## src/include/cnn_defines.svh

```systemverilog
`ifndef CNN_DEFINES_SVH
`define CNN_DEFINES_SVH

// ============================================================
// datapath widths
// ============================================================

// pixel, weight and pooled output word
`define CNN_PIX_W 8

// dot product accumulator, 3 products of 16 bits plus growth
`define CNN_ACC_W 20

// ============================================================
// kernel and activation
// ============================================================

`define CNN_TAPS 3

// leaky slope of 1/8 for negative sums
`define CNN_LRELU_SHIFT 3

// ============================================================
// output side
// ============================================================

// power of two, pointers wrap naturally
`define CNN_OUT_DEPTH 4

`endif

```

## src/rtl/cnn_pkg.sv

```systemverilog
`include "cnn_defines.svh"

package cnn_pkg;

  // ============================================================
  // stream word tags and data types
  // ============================================================

  typedef enum logic [1:0] {
    OP_WEIGHT  = 2'd0,
    OP_PIXEL   = 2'd1,
    OP_ROW_END = 2'd2,
    OP_NOP     = 2'd3
  } cnn_op_e;

  typedef logic signed [`CNN_PIX_W-1:0] pix_t;
  typedef logic signed [`CNN_ACC_W-1:0] acc_t;

  // ============================================================
  // handshake state machines
  // ============================================================

  typedef enum logic [1:0] {
    RX_IDLE,
    RX_ACK,      // ack high, waiting for req to drop
    RX_WAIT_LOW  // ack low again
  } rx_state_e;

  typedef enum logic [1:0] {
    TX_IDLE,
    TX_REQ,          // req high, waiting for ack
    TX_WAIT_ACK_LOW
  } tx_state_e;

endpackage

```

## src/rtl/stream_rx.sv

```systemverilog
`timescale 1ns/1ps

module stream_rx import cnn_pkg::*; (
  input  logic    aclk,
  input  logic    i_rst,
  // four-phase input port
  input  logic    i_in_req,
  input  cnn_op_e i_in_op,
  input  pix_t    i_in_data,
  output logic    o_in_ack,
  // link to the engine
  output logic    o_rx_valid,
  output cnn_op_e o_rx_op,
  output pix_t    o_rx_data,
  input  logic    i_eng_ready
);

  rx_state_e state;
  logic      take;

  // a new word is only sampled while the engine can move the previous one
  assign take = (state == RX_IDLE) && i_in_req && i_eng_ready;

  always_ff @(posedge aclk) begin
    if (i_rst) begin
      state      <= RX_IDLE;
      o_in_ack   <= 1'b0;
      o_rx_valid <= 1'b0;
    end else begin
      if (o_rx_valid && i_eng_ready) begin
        o_rx_valid <= 1'b0;               // word taken by engine
      end
      case (state)
        RX_IDLE: begin
          if (take) begin
            o_in_ack   <= 1'b1;
            o_rx_valid <= (i_in_op != OP_NOP); // nop is acked, not forwarded
            state      <= RX_ACK;
          end
        end
        RX_ACK: begin
          if (!i_in_req) begin
            o_in_ack <= 1'b0;
            state    <= RX_WAIT_LOW;
          end
        end
        RX_WAIT_LOW: begin
          state <= RX_IDLE;               // one quiet cycle before next word
        end
        default: begin
          state <= RX_IDLE;
        end
      endcase
    end
  end

  always_ff @(posedge aclk) begin
    if (take) begin
      o_rx_op   <= i_in_op;
      o_rx_data <= i_in_data;
    end
  end

endmodule

```

## src/rtl/conv_row_engine.sv

```systemverilog
`timescale 1ns/1ps

`include "cnn_defines.svh"

module conv_row_engine import cnn_pkg::*; (
  input  logic    aclk,
  input  logic    i_rst,
  // from the receiver
  input  logic    i_rx_valid,
  input  cnn_op_e i_rx_op,
  input  pix_t    i_rx_data,
  output logic    o_eng_ready,
  // to activation and pooling, row end beats carry no sum
  output logic    o_conv_valid,
  output acc_t    o_conv_sum,
  output logic    o_conv_row_end,
  input  logic    i_pool_ready
);

  localparam int IDX_W = $clog2(`CNN_TAPS);

  pix_t             w [`CNN_TAPS];
  pix_t             win [`CNN_TAPS-1];   // last two pixels, highest index newest
  pix_t             taps [`CNN_TAPS];
  logic [IDX_W-1:0] w_idx;
  logic [IDX_W-1:0] fill;               // pixels of this row in the window
  logic             accept;
  logic             win_full;
  acc_t             next_sum;

  // output register stalls the whole engine
  assign o_eng_ready = !o_conv_valid || i_pool_ready;
  assign accept      = i_rx_valid && o_eng_ready;
  assign win_full    = (fill == IDX_W'(`CNN_TAPS - 1));

  // ============================================================
  // dot product over the window plus the incoming pixel
  // ============================================================

  always_comb begin
    for (int k = 0; k < `CNN_TAPS - 1; k++) begin
      taps[k] = win[k];
    end
    taps[`CNN_TAPS-1] = i_rx_data;
    next_sum = '0;
    for (int k = 0; k < `CNN_TAPS; k++) begin
      next_sum = next_sum + acc_t'(w[k]) * acc_t'(taps[k]);
    end
  end

  always_ff @(posedge aclk) begin
    if (i_rst) begin
      for (int k = 0; k < `CNN_TAPS; k++) begin
        w[k] <= '0;
      end
      w_idx          <= '0;
      fill           <= '0;
      o_conv_valid   <= 1'b0;
      o_conv_row_end <= 1'b0;
    end else begin
      if (o_conv_valid && i_pool_ready) begin
        o_conv_valid   <= 1'b0;
        o_conv_row_end <= 1'b0;
      end
      if (accept) begin
        case (i_rx_op)
          OP_WEIGHT: begin
            w[w_idx] <= i_rx_data;
            w_idx    <= (w_idx == IDX_W'(`CNN_TAPS - 1)) ? '0 : w_idx + 1'b1;
          end
          OP_PIXEL: begin
            if (win_full) begin
              o_conv_valid <= 1'b1;
            end else begin
              fill <= fill + 1'b1;
            end
          end
          OP_ROW_END: begin
            fill           <= '0;         // next row starts empty
            o_conv_valid   <= 1'b1;
            o_conv_row_end <= 1'b1;
          end
          default: begin
          end
        endcase
      end
    end
  end

  always_ff @(posedge aclk) begin
    if (accept && (i_rx_op == OP_PIXEL)) begin
      for (int k = 0; k < `CNN_TAPS - 2; k++) begin
        win[k] <= win[k+1];
      end
      win[`CNN_TAPS-2] <= i_rx_data;
      if (win_full) begin
        o_conv_sum <= next_sum;
      end
    end
  end

endmodule

```

## src/rtl/lrelu_maxpool.sv

```systemverilog
`timescale 1ns/1ps

`include "cnn_defines.svh"

module lrelu_maxpool import cnn_pkg::*; (
  input  logic aclk,
  input  logic i_rst,
  // from the engine
  input  logic i_conv_valid,
  input  acc_t i_conv_sum,
  input  logic i_conv_row_end,
  output logic o_pool_ready,
  // to the output FIFO
  output logic o_pool_valid,
  output pix_t o_pool_data,
  output logic o_pool_last,
  input  logic i_tx_ready
);

  localparam acc_t SAT_HI = acc_t'((1 << (`CNN_PIX_W - 1)) - 1);
  localparam acc_t SAT_LO = -SAT_HI - acc_t'(1);

  acc_t leaky;
  pix_t act;
  pix_t first_val;      // first result of a pair
  pix_t hold_val;       // pooled word waiting to learn its last flag
  pix_t pair_max;
  pix_t hold_next;
  logic have_first;
  logic hold_valid;
  logic out_free;
  logic split_end;
  logic work;
  logic emit;
  logic emit_last;
  logic load_first;
  logic load_hold;

  // leaky relu then clamp to a pixel
  assign leaky    = i_conv_sum[`CNN_ACC_W-1] ? (i_conv_sum >>> `CNN_LRELU_SHIFT) : i_conv_sum;
  assign act      = (leaky > SAT_HI) ? pix_t'(SAT_HI) :
                    (leaky < SAT_LO) ? pix_t'(SAT_LO) : pix_t'(leaky);
  assign pair_max = (act > first_val) ? act : first_val;

  // a row end behind a lone result takes two passes, the beat stays put on the first
  assign out_free     = !o_pool_valid || i_tx_ready;
  assign split_end    = i_conv_valid && i_conv_row_end && have_first;
  assign o_pool_ready = out_free && !split_end;
  assign work         = i_conv_valid && out_free;

  always_comb begin
    emit       = 1'b0;
    emit_last  = 1'b0;
    load_first = 1'b0;
    load_hold  = 1'b0;
    hold_next  = pair_max;
    if (work) begin
      if (i_conv_row_end) begin
        emit = hold_valid;
        if (have_first) begin
          load_hold = 1'b1;           // lone result becomes a pooled word
          hold_next = first_val;
        end else begin
          emit_last = 1'b1;
        end
      end else if (!have_first) begin
        load_first = 1'b1;
      end else begin
        load_hold = 1'b1;
        emit      = hold_valid;
      end
    end
  end

  always_ff @(posedge aclk) begin
    if (i_rst) begin
      have_first   <= 1'b0;
      hold_valid   <= 1'b0;
      o_pool_valid <= 1'b0;
    end else begin
      if (o_pool_valid && i_tx_ready) begin
        o_pool_valid <= 1'b0;
      end
      if (emit) begin
        o_pool_valid <= 1'b1;
      end
      if (load_first) begin
        have_first <= 1'b1;
      end else if (load_hold) begin
        have_first <= 1'b0;
      end
      if (load_hold) begin
        hold_valid <= 1'b1;
      end else if (emit && emit_last) begin
        hold_valid <= 1'b0;           // row flushed
      end
    end
  end

  always_ff @(posedge aclk) begin
    if (load_first) begin
      first_val <= act;
    end
    if (load_hold) begin
      hold_val <= hold_next;
    end
    if (emit) begin
      o_pool_data <= hold_val;
      o_pool_last <= emit_last;
    end
  end

endmodule

```

## src/rtl/stream_tx.sv

```systemverilog
`timescale 1ns/1ps

`include "cnn_defines.svh"

module stream_tx import cnn_pkg::*; (
  input  logic aclk,
  input  logic i_rst,
  // from pooling
  input  logic i_pool_valid,
  input  pix_t i_pool_data,
  input  logic i_pool_last,
  output logic o_tx_ready,
  // four-phase output port
  output logic o_out_req,
  output pix_t o_out_data,
  output logic o_out_last,
  input  logic i_out_ack
);

  localparam int PTR_W = $clog2(`CNN_OUT_DEPTH);
  localparam int CNT_W = $clog2(`CNN_OUT_DEPTH + 1);

  pix_t             mem_data [`CNN_OUT_DEPTH];
  logic             mem_last [`CNN_OUT_DEPTH];
  logic [PTR_W-1:0] wr_ptr;
  logic [PTR_W-1:0] rd_ptr;
  logic [CNT_W-1:0] count;
  tx_state_e        state;
  logic             push;
  logic             pop;
  logic             launch;

  assign o_tx_ready = (count != CNT_W'(`CNN_OUT_DEPTH));
  assign push       = i_pool_valid && o_tx_ready;
  assign launch     = (state == TX_IDLE) && (count != '0);
  // head leaves only once the receiver has let go of ack
  assign pop        = (state == TX_WAIT_ACK_LOW) && !i_out_ack;

  // ============================================================
  // FIFO storage
  // ============================================================

  always_ff @(posedge aclk) begin
    if (push) begin
      mem_data[wr_ptr] <= i_pool_data;
      mem_last[wr_ptr] <= i_pool_last;
    end
    if (launch) begin
      o_out_data <= mem_data[rd_ptr];   // held for the whole exchange
      o_out_last <= mem_last[rd_ptr];
    end
  end

  always_ff @(posedge aclk) begin
    if (i_rst) begin
      wr_ptr    <= '0;
      rd_ptr    <= '0;
      count     <= '0;
      state     <= TX_IDLE;
      o_out_req <= 1'b0;
    end else begin
      if (push) begin
        wr_ptr <= wr_ptr + 1'b1;
      end
      if (pop) begin
        rd_ptr <= rd_ptr + 1'b1;
      end
      if (push && !pop) begin
        count <= count + 1'b1;
      end else if (pop && !push) begin
        count <= count - 1'b1;
      end
      case (state)
        TX_IDLE: begin
          if (launch) begin
            o_out_req <= 1'b1;
            state     <= TX_REQ;
          end
        end
        TX_REQ: begin
          if (i_out_ack) begin
            o_out_req <= 1'b0;
            state     <= TX_WAIT_ACK_LOW;
          end
        end
        TX_WAIT_ACK_LOW: begin
          if (!i_out_ack) begin
            state <= TX_IDLE;
          end
        end
        default: begin
          state <= TX_IDLE;
        end
      endcase
    end
  end

endmodule

```

## src/rtl/cnn_row_top.sv

```systemverilog
`timescale 1ns/1ps

module cnn_row_top import cnn_pkg::*; (
  input  logic    aclk,
  input  logic    i_rst,
  input  logic    i_in_req,
  input  cnn_op_e i_in_op,
  input  pix_t    i_in_data,
  output logic    o_in_ack,
  output logic    o_out_req,
  output pix_t    o_out_data,
  output logic    o_out_last,
  input  logic    i_out_ack
);

  // receiver to engine
  logic    rx_valid;
  cnn_op_e rx_op;
  pix_t    rx_data;
  logic    eng_ready;
  // engine to pooling
  logic    conv_valid;
  acc_t    conv_sum;
  logic    conv_row_end;
  logic    pool_ready;
  // pooling to output FIFO
  logic    pool_valid;
  pix_t    pool_data;
  logic    pool_last;
  logic    tx_ready;

  stream_rx u_rx (
    .aclk        (aclk),
    .i_rst       (i_rst),
    .i_in_req    (i_in_req),
    .i_in_op     (i_in_op),
    .i_in_data   (i_in_data),
    .o_in_ack    (o_in_ack),
    .o_rx_valid  (rx_valid),
    .o_rx_op     (rx_op),
    .o_rx_data   (rx_data),
    .i_eng_ready (eng_ready)
  );

  conv_row_engine u_engine (
    .aclk           (aclk),
    .i_rst          (i_rst),
    .i_rx_valid     (rx_valid),
    .i_rx_op        (rx_op),
    .i_rx_data      (rx_data),
    .o_eng_ready    (eng_ready),
    .o_conv_valid   (conv_valid),
    .o_conv_sum     (conv_sum),
    .o_conv_row_end (conv_row_end),
    .i_pool_ready   (pool_ready)
  );

  lrelu_maxpool u_pool (
    .aclk           (aclk),
    .i_rst          (i_rst),
    .i_conv_valid   (conv_valid),
    .i_conv_sum     (conv_sum),
    .i_conv_row_end (conv_row_end),
    .o_pool_ready   (pool_ready),
    .o_pool_valid   (pool_valid),
    .o_pool_data    (pool_data),
    .o_pool_last    (pool_last),
    .i_tx_ready     (tx_ready)
  );

  stream_tx u_tx (
    .aclk         (aclk),
    .i_rst        (i_rst),
    .i_pool_valid (pool_valid),
    .i_pool_data  (pool_data),
    .i_pool_last  (pool_last),
    .o_tx_ready   (tx_ready),
    .o_out_req    (o_out_req),
    .o_out_data   (o_out_data),
    .o_out_last   (o_out_last),
    .i_out_ack    (i_out_ack)
  );

endmodule

```

## config.mk

```make
export PLATFORM = sky130hd
export DESIGN_NAME = cnn_row_top
export DESIGN_NICKNAME = d
export VERILOG_FILES = /design/src/rtl/cnn_pkg.sv /design/src/rtl/stream_rx.sv /design/src/rtl/conv_row_engine.sv /design/src/rtl/lrelu_maxpool.sv /design/src/rtl/stream_tx.sv /design/src/rtl/cnn_row_top.sv
export VERILOG_INCLUDE_DIRS = /design/src /design/src/include
export SDC_FILE = /design/constraint.sdc
export NUM_CORES = 1
export LEC_CHECK = 0
export BUFFER_PORTS_ARGS = -buffer_cell sky130_fd_sc_hd__buf_2
export CORE_UTILIZATION = 55
export CTS_CLUSTER_DIAMETER = 100
export DETAILED_ROUTE_END_ITERATION = 8
export PLACE_DENSITY = 0.75
export SYNTH_ARGS = -nofsm -noshare
export SYNTH_HDL_FRONTEND = slang
export SYNTH_SLANG_ARGS = --single-unit
```

## constraint.sdc

```tcl
create_clock -name aclk -period 6.5 [get_ports aclk]
set_input_delay 1.3 -clock aclk [delete_from_list [all_inputs] [get_ports aclk]]
set_output_delay 1.3 -clock aclk [all_outputs]
set_load 0.02 [all_outputs]
```

=== Word-level counts from Yosys, hierarchy flattened ===
Memory sizes are Yosys's and may differ from the RTL's. A register that Yosys moved wholly into a read port is not among the register bits.
Index checks and enable logic that the tools add are counted.
W data, S select, Z words.

* Register bits after elaboration: 78
* Bits in writable memories: 76
* Output and inout bits: 11
* Logic and storage cells: 161
* Memories kept: 4

{| class="wikitable"
|+ Memories
! memory !! depth !! bits a word !! rd ports !! clocked after memory_dff !! write ports !! RTL line !! RTL
|-
| u_tx.mem_data || 4 || 8 || 1 || 1 || 1 || stream_tx.sv:23 || <nowiki>pix_t mem_data [`CNN_OUT_DEPTH];</nowiki>
|-
| u_engine.w || 3 || 8 || 3 || 0 || 3 || conv_row_engine.sv:22 || <nowiki>pix_t w [`CNN_TAPS];</nowiki>
|-
| u_engine.win || 2 || 8 || 2 || 0 || 2 || conv_row_engine.sv:23 || <nowiki>pix_t win [`CNN_TAPS-1];</nowiki>
|-
| u_tx.mem_last || 4 || 1 || 1 || 1 || 1 || stream_tx.sv:24 || <nowiki>logic mem_last [`CNN_OUT_DEPTH];</nowiki>
|}

* $add $sub $neg: 8
* Multipliers: 3
* Order comparisons: 3
* Equal/unequal tests: 15
* Muxes and demuxes: 64
* Reduce and logical (&&, ||, !) cells: 42

{| class="wikitable"
|+ Operator list
! operator !! count
|-
| $mux W8 || 7
|-
| $mul A8 B8 Y16 || 3
|-
| $add A20 B20 Y20 || 2
|-
| $mux W1 || 40
|-
| $gt A20 B8 Y1 const B || 1
|-
| $lt A20 B8 Y1 const B || 1
|-
| $mux W20 || 1
|-
| $mux W2 || 8
|-
| $logic_and A1 B1 Y1 || 15
|-
| $reduce_bool A2 Y1 || 7
|-
| $reduce_and A3 Y1 || 4
|-
| $ne A2 B2 Y1 const B || 5
|-
| $add A2 B1 Y2 const B || 4
|-
| $eq A2 B2 Y1 const B || 4
|-
| $gt A8 B8 Y1 || 1
|-
| $pmux W2 S2 || 2
|-
| $reduce_or A8 Y1 || 1
|-
| $eq A2 B1 Y1 const B || 3
|-
| $logic_not A1 Y1 || 6
|-
| $logic_not A2 Y1 || 3
|-
| $mux W3 || 2
|-
| $pmux W1 S2 || 3
|-
| $pmux W2 S3 || 1
|-
| $reduce_and A2 Y1 || 3
|-
| 6 further kinds || 8
|}

=== Logic depth before layout (Yosys ltp) ===
* Depth after elaboration: 11
* Depth in mapped cells: 25
* Mapped depth without buffers: 25

=== By module ===
From an unflattened synthesis, not the netlist that was laid out.

* Cell total of the unflattened synthesis: 1254
* Area, all modules: 14515.2 µm²

{| class="wikitable"
|+ Modules (own cells, without submodules)
! module !! instances !! cells an instance !! area each (µm²) !! seq. area each (µm²)
|-
| conv_row_engine || 1 || 998 || 10536.4 || 1861.8
|-
| stream_tx || 1 || 114 || 2118.3 || 1551.5
|-
| lrelu_maxpool || 1 || 117 || 1401.3 || 810.8
|-
| stream_rx || 1 || 25 || 459.2 || 380.4
|}

=== Worst setup path after synthesis ===
OpenSTA, ideal clock, no wires.

* Path type: reg2reg
* Start: mem u_engine.w[0][0] (netlist bit)
* End: reg u_engine.o_conv_sum[16] (data pin)
* Library setup time: 258 ps
* Arrival time: 5809 ps
* Data required time: 6242 ps
* Slack: 434 ps
* Stages on the path, launching flop included: 23
* Cell sequence: edfxtp_1 nand2b_1 fa_1 fa_1 inv_1 fa_1 inv_1 fa_1 inv_1 ha_1 and3_1 a221o_1 o41ai_4 xnor2_1 fa_1 inv_1 ha_1 a21o_1 a21o_1 a21oi_1 o221ai_1 a21oi_1 xnor2_1

{| class="wikitable"
|+ RTL lines
! what !! RTL line !! RTL
|-
| start, declared || conv_row_engine.sv:22 ||
|-
| end signal, assigned || conv_row_engine.sv:97 || <nowiki>o_conv_sum <= next_sum;</nowiki>
|-
| end, declared || conv_row_engine.sv:15 || <nowiki>output acc_t o_conv_sum,</nowiki>
|}

==> results.md <==
- Hold Path Class: reg2reg
- Die area: 27800 µm²
- Kind of end point of the critical path: flip-flop
- Mean area per synthesized cell: 10.8 µm²
- Reg2reg setup slack: 0.16 ns
- Slew @ Worst Pin: 0.932 ns
- Wirelength per Cell: 16.3 µm
- Vias in the first global route: 10000
- Max IR drop VDD: 0.559 mV
- Seq/Total Area, Yosys: 31.3%
- Largest net degree at the start of global routing: 28
- Detailed Route WL: 29600 µm
- Pre-CTS setup slack: 0.00431 ns
- Clock Pin Slew Worst Setup and Hold Paths: 0.08 ns
- Startpoint types: flip-flop
- Die W: 167 µm
- # DRC: 0
- Final RePlAce weighted congestion: 0.899
- Overall power: 7.13 mW
- Post-Syn Area: 14900 µm²
- N_diodes: 0
- Yosys reg bits: 163
- Multi-input gate area: 9150 µm²
- Min cycle time layout: 6.34 ns
- Max cap viols: 0
- Core area: 26400 µm²
- Flop pwr share: 19.7%
- CTS buffer count: 17
- Outcome: finished, final reports clean
- First-pass GRT wire length: 48700 µm
- PwrDens: 431 nW/µm²
- Die height: 167 µm
- Layout Skew: 0.0135 ns
- Yosys Warn Count: 0
- All-layer global routing usage: 22.4%
- Reg-to-reg endpoint: u_engine.o_conv_sum[19]
- Period utilization: 97.6%
- Drt first pass iters: 7
- Critical Path AT: 6.63 ns
- DP Area: 15600 µm²
- Row count: 59
- Gate power share: 65.7%
- Final Max Slew Viols: 0
- Clk_lat worst skew: 0.45 ns
- Fin worst setup slack: 0.156 ns
- Clock Sinks: 163
- Filler Cell Count: 2014
- Crit Path Max Fanout: 6
- FFs w/ async S/R, synth: 0%
- DR vias: 9585
- CTS Buffer Depth: 2
- Final antenna-violating net count: 0
- Post-Synthesis Cells: 1377
- FMAX: 0.158 GHz
- Vias per cell: 5.28
- Slew HR: 37.9%
- Critical Path End: u_engine.o_conv_sum[19]
- Leak: 7.36 nW
- Port Buf Inserts: 24
- FF+latch area: 4660 µm²
- Post-detail-place hpwl: 23400 µm
- Final #Nets: 1783
- Post-route cell area: 16600 µm²
- Area grow syn2layout: 11.1%
- Antenna violations before repair: 0
- Post-Syn Nets: 1694
- Clock root buffer: clkbuf_16
- Top-level port count: 25
- Worst R2R Path Depth: 22
- Crit Reg-Reg Startpoint: u_engine.win[0][10]
- Clock share of power: 14.6%
- Initial DRC Count: 545
- CTS tree: built
- Distinct cells, synth: 68
- Remaining Overflow, GRT: 0
- CTS H-tree depth: 4
- Critical Path RT: 6.78 ns
- Post-synth EDFFs: 140
- Layout cell share with drive strength beyond 1: 10.8%
- Critical Path Start: u_engine.win[0][10]
- Fin. Hold Viols: 0
- Internal: 4.03 mW
- Initial Utilization: 56.5%
- Setup violations, final: 0
- Top FF cell, synth: edfxtp_1
- Net Sw Frac: 43.5%
- CP Class: reg2reg
- P_sw: 3.10 mW
==> routing by layer <==
layer  up-vias  routed length, µm  GRT usage, %
met5         -                  0             0
met4         0                663          6.84
met3        41               1190          3.71
met2       210              14800          39.2
met1      4736              12900          28.6
li1       4598                  -             -
==> critical path: stages, from the launching register on <==
cell      delay (ns)
edfxtp_1        0.49
clkbuf_2        0.24
nand2_1         0.10
fa_1            0.45
fa_1            0.49
fa_1            0.53
fa_1            0.54
inv_1           0.04
ha_1            0.34
nor2b_1         0.15
o21a_1          0.19
o31ai_1         0.33
a21oi_2         0.14
xnor2_1         0.38
fa_1            0.48
inv_1           0.07
ha_1            0.30
a21o_1          0.21
a21o_1          0.18
a21oi_2         0.21
nor2b_4         0.19
o21ai_2         0.06
o211ai_1        0.09
==> cells in the mapped netlist (all sizes together) (13+ instances only) <==
cell type	instances	share of area, %
a21oi	37	1.2
xor2	18	1.1
ha	120	10
edfxtp	140	28
fa	183	25
o21ai	29	1.0
nor3	15	0.54
dfxtp	23	3.1
xnor2	48	2.8
a21o	15	0.76
nor2	63	1.6
nand2b	13	0.55
and2	143	6.0
inv	299	7.5
nand2	77	1.9
==> through the flow <==
step	hold slack [ns]	setup TNS [ns]	util [%]	std cells
finish	0.410	0	62.8	1814
global placement	0.402	0	59.3	1753
detailed placement	0.406	0	59.3	1753
floorplan	0.400	0	-	1377
CTS	0.413	0	61.8	1788
global route	0.409	-0.0907	62.8	1814
==> registers in the layout, indices dropped and copies added (netlist names), 3 cells and up <==
signal,cells
u_engine.win,16
u_pool.hold_val,8
u_engine.o_conv_sum,20
u_tx.count,3
u_tx.mem_last,4
u_pool.o_pool_data,8
u_pool.first_val,8
u_tx.o_out_data,8
u_rx.o_rx_data,8
u_engine.w,24
u_tx.mem_data,32
==> cells by family after synthesis <==
kind of cell	after synthesis	synth area share, %
buf+inv	316	8.00
xor+xnor	66	3.88
compound gates	140	6.56
simple gates	366	13.2
mux	23	2.37
fa+ha+maj	303	34.7
flops	163	31.3
==> layout by cell type, fill, tap and decap left out, types with 14 or more instances in the layout <==
master	n
edfxtp_1	140
nor3_1	14
buf_4	60
ha_1	116
xnor2_1	47
nand2_1	76
clkbuf_16	17
buf_2	24
dfxtp_1	23
inv_1	299
o21ai_0	22
and2_1	143
nor2_1	63
xor2_1	18
a21o_1	15
fa_1	183
a21oi_1	31
==> repair_timing <==
action / CTS / global route
setup endpoints to repair: 2 / 5
hold endpoints to repair: 0 / 0
resized for setup: 2 / 18
hold buffers: 0 / 0
pin swaps: 0 / 9
buffers inserted: 3 / 26
==> worst min-delay path by stage <==
stage                             startpoint                    end  slack, ns  cells after the start
after floorplan           u_pool.hold_val[0]  u_pool.o_pool_data[0]       0.40                      0
after global placement    u_pool.hold_val[4]  u_pool.o_pool_data[4]       0.40                      0
after detailed placement  u_pool.hold_val[5]  u_pool.o_pool_data[5]       0.41                      0
after CTS                 u_pool.hold_val[1]  u_pool.o_pool_data[1]       0.41                      0
after global routing      u_pool.hold_val[1]  u_pool.o_pool_data[1]       0.41                      0
final                     u_pool.hold_val[1]  u_pool.o_pool_data[1]       0.41                      0
==> final cells by class <==
type / instances / share of cell area (%)
Clock inverter: 15 / 1.22
Multi-Input combinational cell: 898 / 55.2
Inverter: 301 / 6.82
Sequential cell: 163 / 28.2
Timing Repair Buffer: 85 / 3.48
Clock buffer: 17 / 2.57
Tap cell: 335 / 2.53
==> power groups by stage <==
stage	clock network (mW)	logic, mW	registers (mW)
3_5_place_dp	0	4.32	1.43
2_1_floorplan	0	3.38	1.42
5_1_grt	1.10	5.29	1.41
3_3_place_gp	0	4.20	1.43
4_1_cts	1.06	4.37	1.41
6_report	1.04	4.69	1.41
(Power assumes the default switching activity.)
